--- config.mk ---
export PLATFORM = sky130hd
export DESIGN_NAME = alu_lane
export DESIGN_NICKNAME = d
export VERILOG_FILES = /design/src/hdl/core_pkg.sv /design/src/hdl/alu_lane.sv
export VERILOG_INCLUDE_DIRS = /design/src /design/src/hdl
export SDC_FILE = /design/constraint.sdc
export NUM_CORES = 1
export LEC_CHECK = 0
export ABC_CLOCK_PERIOD_IN_PS = 4500
export BUFFER_PORTS_ARGS = -buffer_cell sky130_fd_sc_hd__buf_2
export CAP_MARGIN = 40
export CORE_MARGIN = 2
export CORE_UTILIZATION = 35
export DETAILED_ROUTE_END_ITERATION = 7
export SLEW_MARGIN = 20
export SYNTH_ARGS = -nofsm -noshare
export SYNTH_HDL_FRONTEND = slang
export SYNTH_SLANG_ARGS = --single-unit
--- constraint.sdc ---
create_clock -name clk -period 4.5 [get_ports clk]
set_clock_uncertainty 0.15 [all_clocks]
set_input_delay 0.45 -clock clk [delete_from_list [all_inputs] [get_ports clk]]
set_output_delay 0.45 -clock clk [all_outputs]
set_load 0.05 [all_outputs]
--- src/hdl/core_consts.svh ---
`ifndef CORE_CONSTS_SVH
`define CORE_CONSTS_SVH

//////////////////////////////
// core sizing
//////////////////////////////

// data path and instruction word width
`define CORE_XLEN 32

// register address width, 32 architectural registers
`define CORE_RADDR_W 5

// instruction buffer slots
// keep even and >= 4 so a full pair always fits once ready is high
`define CORE_IBUF_DEPTH 8

`endif
--- src/hdl/core_pkg.sv ---
`include "core_consts.svh"

package core_pkg;

    // opcode field, bits 31:26 of the instruction word
    typedef enum logic [5:0] {
        OP_NOP  = 6'd0,
        OP_ADD  = 6'd1,
        OP_SUB  = 6'd2,
        OP_AND  = 6'd3,
        OP_OR   = 6'd4,
        OP_XOR  = 6'd5,
        OP_SLT  = 6'd6,  // signed compare
        OP_ADDI = 6'd7,
        OP_LUI  = 6'd8
    } op_e;

    //////////////////////////////
    // pipeline records
    //////////////////////////////

    typedef struct packed {
        logic [`CORE_XLEN-1:0]    pc;   // pc of ir1, ir2 sits at pc + 4
        logic [`CORE_XLEN-1:0]    ir1;
        logic [`CORE_XLEN-1:0]    ir2;
        logic                     v1;
        logic                     v2;
    } fetch_pair_t;

    typedef struct packed {
        logic [`CORE_XLEN-1:0]    pc;
        logic [`CORE_XLEN-1:0]    ir;
    } instr_t;

    typedef struct packed {
        op_e                      op;
        logic [`CORE_RADDR_W-1:0] rd;
        logic [`CORE_RADDR_W-1:0] rs1;
        logic [`CORE_RADDR_W-1:0] rs2;
        logic [`CORE_XLEN-1:0]    imm;       // already extended
        logic                     uses_rs2;
        logic                     writes_rd;
        logic [`CORE_XLEN-1:0]    pc;
    } decoded_t;

    typedef struct packed {
        logic                     valid;
        op_e                      op;
        logic [`CORE_RADDR_W-1:0] rd;
        logic                     writes_rd;
        logic [`CORE_XLEN-1:0]    a;
        logic [`CORE_XLEN-1:0]    b;         // rs2 value or immediate
        logic [`CORE_XLEN-1:0]    pc;
    } issue_t;

    typedef struct packed {
        logic                     valid;
        logic [`CORE_RADDR_W-1:0] rd;
        logic                     writes_rd;
        logic [`CORE_XLEN-1:0]    result;
        logic [`CORE_XLEN-1:0]    pc;
    } retire_t;

endpackage

--- src/hdl/alu_lane.sv ---
`timescale 1ns/1ps
`include "core_consts.svh"

module alu_lane (
    input  logic              clk,
    input  logic              i_rst_n,
    input  core_pkg::issue_t  i_issue,
    output core_pkg::retire_t o_fwd,     // same-cycle bypass source
    output core_pkg::retire_t o_retire
);

    logic [`CORE_XLEN-1:0] result;
    logic                  slt_bit;

    assign slt_bit = ($signed(i_issue.a) < $signed(i_issue.b));

    //////////////////////////////
    // execute
    //////////////////////////////

    always_comb begin
        case (i_issue.op)
            core_pkg::OP_ADD,
            core_pkg::OP_ADDI: result = i_issue.a + i_issue.b;
            core_pkg::OP_SUB:  result = i_issue.a - i_issue.b;
            core_pkg::OP_AND:  result = i_issue.a & i_issue.b;
            core_pkg::OP_OR:   result = i_issue.a | i_issue.b;
            core_pkg::OP_XOR:  result = i_issue.a ^ i_issue.b;
            core_pkg::OP_SLT:  result = {{(`CORE_XLEN-1){1'b0}}, slt_bit};
            core_pkg::OP_LUI:  result = i_issue.b << 16;   // raw imm to upper half
            default:           result = '0;
        endcase
    end

    assign o_fwd.valid     = i_issue.valid;
    assign o_fwd.rd        = i_issue.rd;
    assign o_fwd.writes_rd = i_issue.writes_rd;
    assign o_fwd.result    = result;
    assign o_fwd.pc        = i_issue.pc;

    // writeback stage register
    always_ff @(posedge clk or negedge i_rst_n) begin
        if (!i_rst_n) begin
            o_retire.valid <= 1'b0;
        end else begin
            o_retire <= o_fwd;
        end
    end

endmodule

==> results of run 1 <==
## kinds of logic (layout without fill, tap and decap cells)
group           count (synthesis)  in the layout
compound gates                301            301
xor+xnor                        3              3
fa+ha+maj                     104            104
buf+inv                       184            395
flops                          71             71
mux                             5              5
other cells                     0              1
simple gates                  213            213
## report_power, final
group          leakage [uW]  switching [uW]  internal (uW)  total, uW
Combinational       0.00348             827            321       1150
Clock              0.000150             293            489        783
Sequential         0.000691            12.2            795        807
Total               0.00432            1130           1610       2740
## metrics by stage
step	utilization	worst slack [ns]	std cells
finish	0.438	0.265	1368
global route	0.438	0.0162	1367
CTS	0.437	0.173	1367
detailed placement	0.422	0.172	1351
global placement	0.421	0.211	1350
floorplan	-	0.164	881
## Yosys cell counts, types with 6 or more instances
cell type / instances / area (um^2)
buf_2: 10 / 50.1
a31oi_1: 6 / 37.5
a21o_1: 6 / 45.0
o211ai_1: 22 / 165
buf_4: 41 / 308
a22oi_1: 12 / 90.1
nand2_1: 45 / 169
clkbuf_1: 33 / 124
nor4_1: 6 / 37.5
o22ai_1: 6 / 37.5
o21a_1: 6 / 45.0
o221ai_1: 10 / 87.6
and3_1: 6 / 37.5
edfxtp_1: 70 / 2100
o21bai_1: 11 / 82.6
a211oi_1: 7 / 52.6
nand3_1: 16 / 80.1
o31ai_1: 11 / 82.6
nor3_1: 17 / 85.1
a21oi_1: 78 / 390
nor2b_1: 10 / 62.6
a221oi_1: 17 / 149
o21ai_0: 48 / 240
ha_1: 102 / 1280
inv_1: 93 / 349
nor2_1: 82 / 308
## final timing paths
kind / from / cells after the start / slack, ns / endpoint
min in group asynchronous: i_rst_n / 2 / 0.19 / o_retire[70]
max in group asynchronous: i_rst_n / 2 / 3.81 / o_retire[70]
setup / recovery: i_issue[32] / 13 / 0.26 / o_fwd[60]
hold / removal: i_issue[108] / 1 / 0.1 / o_retire[70]
## layer usage
metal,up-vias,wire [um],share of wire,track usage
met1,3552,10600,0.41,0.272
li1,3613,-,-,-
met5,-,0,0,0
met4,0,603,0.023,0.0752
met2,379,12400,0.48,0.378
met3,39,2180,0.085,0.0388
## what timing repair did
action | in CTS | in global routing
resized for setup | 0 | 3
hold endpoints to repair | 0 | 0
buffers inserted | 0 | 0
endpoints found under the setup margin | 0 | 3
hold buffers | 0 | 0
## critical path: stages
cell	delay (ns)
buf_2	0.14
ha_1	0.25
fa_1	0.43
o21bai_1	0.25
nand2_1	0.14
a211oi_2	0.29
o41ai_1	0.14
o211ai_1	0.24
nand2_1	0.13
a31o_2	0.32
or4_1	0.41
a21oi_1	0.17
clkbuf_4	0.26
## layout by cell type (no fill, tap or decap), types with 4 or more instances in the layout
master and count:
buf_4 31, a21oi_1 78, nor2b_1 10, nand3_1 16
or3_1 5, a221oi_1 17, nor2_1 82, a221o_1 5
o311ai_0 4, a21o_1 6, o31ai_1 11, o21ai_1 5
a41oi_1 4, a31oi_1 6, o22ai_1 6, ha_1 102
buf_2 250, o221ai_1 10, and3_1 6, o21ai_0 47
a22oi_1 12, clkbuf_16 9, nand2_1 45, nor3_1 17
a211oi_1 6, inv_1 93, o21bai_1 11, or4_1 4
nand4_1 5, edfxtp_1 70, nor4_1 6, o21a_1 6
or2_2 4, nand2b_1 5, o211ai_1 22, mux2i_1 5
## area by class of cell
cell class | instances | area (um^2) | area share
tap | 275 | 344 | 0.0373
sequential | 71 | 2130 | 0.230
clock buffer | 10 | 229 | 0.0248
clock inverter | 6 | 92.6 | 0.0100
antenna | 1 | 2.50 | 0.000271
timing repair buffer | 283 | 1520 | 0.165
inverter | 96 | 360 | 0.0390
multi-input combinational | 626 | 4560 | 0.494
==> results.py, run 1 <==
metrics = {
    "timing": {
        "setup-violations-final": 0,
        "fin_crit_sh": 0.941,
        "worst_pin_slew_ns": 0.647,
        "hold_viol_final": 0,
        "max_freq_mhz": 236,
        "whs_ns": 0.0994,
        "fin_setup_tns_ns": 0,
        "slew_headroom": 0.569,
        "post-route-min-period_ns": 4.24,
        "slew_viol_final": 0,
        "rsz0062_at_grt": "false",
    },
    "drt": {
        "viasPerCell": 5.54,
        "drc": 0,
        "wire_per_inst_um": 18.8,
        "drt_wl_total_um": 25700,
        "drt_iter0_markers": 598,
        "drtPass1Iterations": 5,
        "drtAntennaViolNets": 0,
        "vias": 7583,
    },
    "synth": {
        "synth-simple-area-share": 0.135,
        "syn_nets": 1096,
        "syn_inst": 881,
        "ys.flop_type": "edfxtp_1",
        "yosys_warnings": 0,
        "synth_area_um2": 7540,
        "syn-mean-instance-area_um2": 8.56,
        "async_flop_share": 0.0141,
        "ys_seq_elements": 71,
        "synthAdderAreaFrac": 0.175,
        "yosys.cell_types.count": 78,
        "synth_xor_area_frac": 0.00349,
        "muxShareOfSynthArea": 0.00664,
        "synth_compound_area_frac": 0.284,
        "synth-edff-count": 70,
        "synth_top_family_by_area": "compound AO/OA/AOI/OAI gates",
        "synth-seq-area-share": 0.282,
    },
    "setup_path": {
        "cp-start-kind": "input port",
        "worst_ep_required_time_ns": 3.90,
        "path_class": "input port to output pin",
        "endpoint_kind": "output pin",
        "crit_arrival_ns": 3.64,
        "worstPathMaxFanout": 5,
    },
    "floorplan": {
        "ios": 253,
        "start_util": 0.357,
        "std_cell_rows": 53,
        "dieArea_um2": 22700,
        "core-area_um2": 21100,
        "die_h_um": 151,
        "die_width_um": 151,
    },
    "status": {
        "outcome": "finished, final reports clean",
    },
    "grt": {
        "overflow": 0,
        "grt_max_degree": 52,
        "antenna_found_initial": 0,
        "grt_pass1_vias": 7081,
        "grt_pass1_wl_um": 38300,
        "grt_usage": 0.218,
    },
    "cells_and_area": {
        "drive_gt1_frac": 0.298,
        "design_area_um2": 9230,
        "final_nets": 1302,
        "area_delta_synth_final_pct": 22.5,
        "regMostFlops": "o_retire",
        "fillers": 2187,
        "top_regs": "o_retire x71",
        "largest_reg_flops": 71,
    },
    "placement": {
        "port_buffers": 252,
        "placed_area_um2": 8900,
        "gp_congestion": 0.919,
        "hpwl_um": 20200,
    },
    "clock_network": {
        "cts_root_buf": "clkbuf_16",
        "cts_tree": "built",
        "clockBufferDepth": 2,
        "htreeDepth": 3,
        "cts.sinks": 71,
        "cts_buffers": 9,
        "clk_pin_slew_ns": 0.06,
    },
    "min_path": {
        "hp-class": "input port to flip-flop",
    },
    "power": {
        "ir_worst_vdd_mv": 0.226,
        "power.leakage_uw": 0.00432,
        "total_power_uw": 2740,
        "p_per_area_nw_per_um2": 297,
    },
    "run": {
        "max_cap_viol_count": 0,
    },
}
Note: power is estimated with default switching activity, not from simulation.
==> inputs of run 2 (changes only) <==
--- a/config.mk
+++ b/config.mk
@@ -6,6 +6,7 @@
 export SDC_FILE = /design/constraint.sdc
 export NUM_CORES = 1
 export LEC_CHECK = 0
+export ABC_AREA = 1
 export ABC_CLOCK_PERIOD_IN_PS = 4500
 export BUFFER_PORTS_ARGS = -buffer_cell sky130_fd_sc_hd__buf_2
 export CAP_MARGIN = 40
==> run 2 against run 1 <==
- global-route usage up 2.8 points
- sequential power is 2% lower
- clock-buffer cell count down 1
- non-clock buffer count is 24 lower
- core utilization shrank 2.0 points
- cell count is 45% higher
- clock power is 3% lower
- sequential share of layout area is 2.9 points lower
- die area up 19%
- sequential cell count unchanged
- setup slack better by 0.80 ns
- hold slack lost 0.026 ns
==> results.py, run 2 <==
metrics = {
    "status": {
        "outcome": "finished, final reports clean",
    },
    "setup_path": {
        "path_class": "input port to output pin",
        "worst_ep_required_time_ns": 3.90,
        "path_cells": "buf_2 -> nor2_1 -> nand3_1 -> buf_4 -> inv_1 -> nand2_1 -> o221ai_1 -> a21oi_1 -> nand3_1 -> buf_2",
        "endpoint_kind": "output pin",
        "slowest_stage": "inv_1",
        "cpPeakStageDelay_ns": 0.65,
        "crit_arrival_ns": 2.83,
        "worstPathMaxFanout": 20,
        "cp-start-kind": "input port",
    },
    "grt": {
        "antenna_found_initial": 1,
        "overflow": 0,
        "grt_max_degree": 57,
        "grt_pass1_wl_um": 49500,
        "grt_usage": 0.246,
        "grt_pass1_vias": 8844,
    },
    "floorplan": {
        "dieArea_um2": 27000,
        "ios": 253,
        "core-area_um2": 25300,
        "start_util": 0.357,
        "die_h_um": 164,
        "die_width_um": 164,
        "std_cell_rows": 58,
    },
    "cells_and_area": {
        "top_regs": "o_retire x71",
        "layout_common_cells": "nand2_1, inv_1, buf_2, nand3_1, nor2_1",
        "regMostFlops": "o_retire",
        "largest_reg_flops": 71,
        "drive_gt1_frac": 0.174,
        "final_nets": 1859,
        "area_delta_synth_final_pct": 17.0,
        "fin_cells": 1980,
        "mostFrequentLayoutCell": "nand2_1",
    },
    "power": {
        "p_per_area_nw_per_um2": 255,
        "ir_worst_vdd_mv": 0.166,
        "power.leakage_uw": 0.00616,
    },
    "clock_network": {
        "cts_buffers": 9,
        "cts.sinks": 71,
        "clockBufferDepth": 2,
        "cts_hold_buf": 0,
        "cts_setup_buffers": 0,
        "cts_root_buf": "clkbuf_16",
        "cts_tree": "built",
        "htreeDepth": 3,
        "post_cts_resized": 0,
        "clk_pin_slew_ns": 0.06,
    },
    "synth": {
        "yosys.cell_types.count": 35,
        "synthTopCellsByCount": "nand2_1, inv_1, nand3_1",
        "yosys.area.top_type": "edfxtp_1",
        "synth-seq-area-share": 0.236,
        "yosys_warnings": 0,
        "async_flop_share": 0.0141,
        "syn-mean-instance-area_um2": 6.21,
        "ys_seq_elements": 71,
        "syn_nets": 1665,
        "ys.flop_type": "edfxtp_1",
        "synth.most_common_cell": "nand2_1",
        "synth-edff-count": 70,
        "synth_top_area_share": 0.233,
        "syn_inst": 1450,
        "synth_area_um2": 9010,
        "synth_area_leaders": "edfxtp_1, nand2_1, ha_1",
    },
    "drt": {
        "drtPass1Iterations": 6,
        "vias": 9813,
        "wire_per_inst_um": 17.1,
        "drtAntennaViolNets": 0,
        "drc": 0,
        "viasPerCell": 4.96,
        "drt_iter0_markers": 866,
        "drt_wl_total_um": 33800,
    },
    "timing": {
        "fin_crit_sh": 0.763,
        "slew_viol_final": 0,
        "worst_pin_slew_ns": 0.824,
        "fin_ws_ns": 1.07,
        "max_freq_mhz": 291,
        "fin_setup_tns_ns": 0,
        "setup-violations-final": 0,
        "rsz0062_at_grt": "false",
        "slew_headroom": 0.450,
        "post-route-min-period_ns": 3.43,
        "hold_viol_final": 0,
        "whs_ns": 0.0732,
    },
    "placement": {
        "placedCellCount": 1963,
        "hpwl_um": 27800,
        "gp_congestion": 0.975,
        "port_buffers": 252,
        "place_worst_setup_slack_ns": 1.12,
    },
    "run": {
        "max_cap_viol_count": 0,
    },
    "min_path": {
        "hp-class": "input port to flip-flop",
    },
}
[run 2: cell count changes after synthesis, sizes merged, moves of 13 or more]
cell / before / now
o21ai: 52 / 37
nand3: 16 / 122
o211ai: 22 / 3
o31ai: 13 / 0
buf: 54 / 75
clkbuf: 34 / 1
inv: 94 / 313
a221oi: 18 / 2
nor2: 82 / 113
nand2: 45 / 473
[run 2: per-stage QoR]
stage	power, uW	cell area, um^2	utilization
final	2680	10500	0.417
after global routing	2830	10500	0.417
after CTS	2690	10500	0.417
after detailed placement	1920	10200	0.406
after global placement	1910	10200	0.404
after floorplan	1610	9010	-
[run 2: cell type report]
type | count | area [um^2]
antenna | 1 | 2.50
clock buffer | 9 | 225
clock inverter | 7 | 73.8
fill | 2795 | 14700
inverter | 313 | 1170
multi-input combinational | 990 | 5190
sequential | 71 | 2130
tap | 330 | 413
timing repair buffer | 259 | 1340
[run 2: metal layers]
metal  up-vias  routed length, um  GRT usage
li1       4861                  -          -
met1      4459              15300      0.341
met2       447              14800      0.393
met3        46               2810     0.0369
met4         0                917     0.0791
met5         -                  0          0
[run 2: worst paths after layout]
kind / startpoint / to / slack (ns) / cells after the start
worst max-delay path: i_issue[105] / o_fwd[58] / 1.07 / 10
worst min-delay path: i_issue[108] / o_retire[70] / 0.07 / 1
max in group asynchronous: i_rst_n / o_retire[70] / 3.82 / 2
min in group asynchronous: i_rst_n / o_retire[70] / 0.17 / 2
[run 2: critical path, delay by kind of cell]
kind,cells,cell delay [ns]
buf+inv,4,1.31
compound gates,2,0.35
simple gates,4,0.69
[run 2: cell families (layout without fill, tap and decap cells)]
| kind of cell | after synthesis | in the layout | synth area share |
|---|---|---|---|
| AOI/OAI and AO/OA | 152 | 152 | 0.0978 |
| other | 0 | 1 | 0 |
| adders and majority gates | 104 | 104 | 0.146 |
| DFF | 71 | 71 | 0.236 |
| buffers and inverters | 389 | 588 | 0.188 |
| and+or+nand+nor | 734 | 734 | 0.332 |
[run 2: where the power goes]
group | switching (uW) | total, uW | leakage [uW] | internal [uW]
registers | 9.58 | 791 | 0.000688 | 781
logic | 850 | 1130 | 0.00532 | 281
clock network | 367 | 763 | 0.000148 | 395
total | 1230 | 2680 | 0.00616 | 1460
==> inputs of run 3 (changes only) <==
--- a/config.mk
+++ b/config.mk
@@ -6,8 +6,8 @@
 export SDC_FILE = /design/constraint.sdc
 export NUM_CORES = 1
 export LEC_CHECK = 0
-export ABC_AREA = 1
-export ABC_CLOCK_PERIOD_IN_PS = 4500
+export ABC_AREA = 0
+export ABC_CLOCK_PERIOD_IN_PS = 3500
 export BUFFER_PORTS_ARGS = -buffer_cell sky130_fd_sc_hd__buf_2
 export CAP_MARGIN = 40
 export CORE_MARGIN = 2
==> constraint.sdc (replaced) <==
create_clock -name clk -period 3.5 [get_ports clk]
set_clock_uncertainty 0.15 [all_clocks]
set_input_delay 0.35 -clock clk [delete_from_list [all_inputs] [get_ports clk]]
set_output_delay 0.35 -clock clk [all_outputs]
set_load 0.05 [all_outputs]
==> run 3 against run 2 <==
- the flow now finishes with violations (setup timing)
- wire length down 11%
- hold slack worse by 0.041 ns
- largest power group unchanged
- setup slack lost 1.2 ns
- global-route usage up 0.95 points
- critical path depth grew 5
- final area is 7.7% higher
- clock-buffer cell count is the same
- combinational power grew 68%
- power is 49% higher
==> results.py, run 3 (synthesis gave the netlist of run 1 again) <==
metrics = {
    "floorplan": {
        "ios": 253,
        "dieArea_um2": 22700,
        "std_cell_rows": 53,
        "start_util": 0.357,
        "core-area_um2": 21100,
        "die_width_um": 151,
        "die_h_um": 151,
    },
    "run": {
        "max_cap_viol_count": 0,
    },
    "power": {
        "ir_worst_vdd_mv": 0.190,
        "power.leakage_uw": 0.00533,
        "p_per_area_nw_per_um2": 352,
    },
    "timing": {
        "setup-violations-final": 9,
        "hold_viol_final": 0,
        "fin_ws_ns": -0.164,
        "rsz0062_at_grt": "true",
        "fin_crit_sh": 1.05,
        "post-route-min-period_ns": 3.66,
        "slew_viol_final": 0,
        "max_freq_mhz": 273,
        "slew_headroom": 0.498,
        "worst_pin_slew_ns": 0.751,
    },
    "drt": {
        "wire_per_inst_um": 19.4,
        "drt_wl_total_um": 30000,
        "drt_iter0_markers": 614,
        "vias": 8363,
        "viasPerCell": 5.41,
        "drtAntennaViolNets": 0,
        "drtPass1Iterations": 5,
        "drc": 0,
    },
    "clock_network": {
        "cts_buffers": 9,
        "cts_root_buf": "clkbuf_16",
        "clockBufferDepth": 2,
        "cts.sinks": 71,
        "clk_pin_slew_ns": 0.06,
        "htreeDepth": 3,
        "cts_tree": "built",
    },
    "setup_path": {
        "path_buf_inv": 4,
        "slowest_stage": "a2111o_1",
        "cpPeakStageDelay_ns": 0.43,
        "path_class": "input port to output pin",
        "crit_arrival_ns": 3.16,
        "worst_ep_required_time_ns": 3.00,
        "endpoint_kind": "output pin",
        "cp-start-kind": "input port",
        "cp_top_family": "compound AO/OA/AOI/OAI gates",
        "worstPathMaxFanout": 4,
        "path_cells": "buf_8 -> buf_6 -> ha_4 -> inv_2 -> fa_2 -> nor2b_4 -> o31ai_4 -> a2111o_1 -> nand2_1 -> a211o_1 -> a31oi_4 -> o31a_1 -> a221oi_2 -> o21ai_4 -> buf_6",
        "cpMostUsedCell": "buf_6",
    },
    "grt": {
        "antenna_found_initial": 0,
        "grt_pass1_wl_um": 44000,
        "grt_pass1_vias": 7860,
        "overflow": 0,
        "grt_max_degree": 50,
        "grt_usage": 0.256,
    },
    "min_path": {
        "whs_path_depth": 1,
        "holdPathEnd": "o_retire[19]",
        "min_from": "i_issue[19]",
        "hp-class": "input port to flip-flop",
    },
    "cells_and_area": {
        "final_nets": 1481,
        "layout_common_cells": "buf_2, buf_4, ha_1, inv_1, nor2_1",
        "mostFrequentLayoutCell": "buf_2",
        "fin_cells": 1546,
        "n_antenna_cell": 0,
        "regMostFlops": "o_retire",
        "largest_reg_flops": 71,
        "drive_gt1_frac": 0.461,
        "top_regs": "o_retire x71",
        "finalCoreUtilization": 0.538,
        "area_delta_synth_final_pct": 50.6,
    },
    "placement": {
        "hpwl_um": 23400,
        "gp_congestion": 0.974,
        "port_buffers": 252,
        "placedCellCount": 1509,
    },
    "status": {
        "violations": "setup timing",
        "outcome": "finished with violations",
    },
}
[run 3: cell types whose count changed in the layout (fill, tap and decap cells not counted), sizes merged, moves of 11 or more]
cell	before	now
a221oi	2	18
o31ai	0	13
nor2	113	82
a21oi	68	79
nand3	122	16
inv	319	97
nand2	473	45
o21ai	37	52
buf	259	459
o211ai	3	22
[run 3: what timing repair did]
action                                  in CTS  in global routing
endpoints found under the setup margin      22                 22
hold buffers                                 1                  0
buffers inserted                             9                 11
pin swaps                                   37                 49
hold endpoints to repair                     1                  0
resized for setup                           92                 62
[run 3: stage by stage]
step	TNS (ns)	total power [uW]	setup WS, ns	hold slack (ns)	cell area (um^2)
final	-0.698	4000	-0.164	0.0323	11400
after floorplan	-0.00362	2140	-0.00345	-0.0956	7630
after global placement	-4.67	2750	-0.382	0.342	10200
after CTS	-0.638	3940	-0.158	0.0218	11000
after detailed placement	-5.64	2760	-0.446	0.336	10200
after global routing	-1.90	4180	-0.251	0.0247	11400
[run 3: worst max path at each step]
stage,start,end,slack (ns),depth (start not counted)
floorplan,i_issue[37],o_retire[44],-0.003,11
global placement,i_issue[33],o_fwd[61],-0.38,14
detailed placement,i_issue[33],o_fwd[61],-0.45,14
CTS,i_issue[32],o_fwd[60],-0.16,13
global route,i_issue[32],o_fwd[60],-0.25,13
finish,i_issue[64],o_fwd[62],-0.16,15
[run 3: final cells by class]
cell class                 count  area (um^2)
clock inverter                 7          103
tap                          275          344
multi-input combinational    626         5120
timing repair buffer         462         3050
inverter                      96          388
clock buffer                   9          225
fill                        2015         9730
sequential                    71         2130
[run 3: power breakdown]
part           switching (uW)  internal, uW
Clock                     431           635
Combinational            1200           692
Sequential               17.1          1020
Total                    1650          2350
[run 3: metal layers]
layer  up-vias  GRT usage  share of wire
met5         -          0              0
met4         0      0.117          0.040
met3        64     0.0452          0.071
met2       382      0.419           0.47
met1      3944      0.327           0.42
li1       3973          -              -
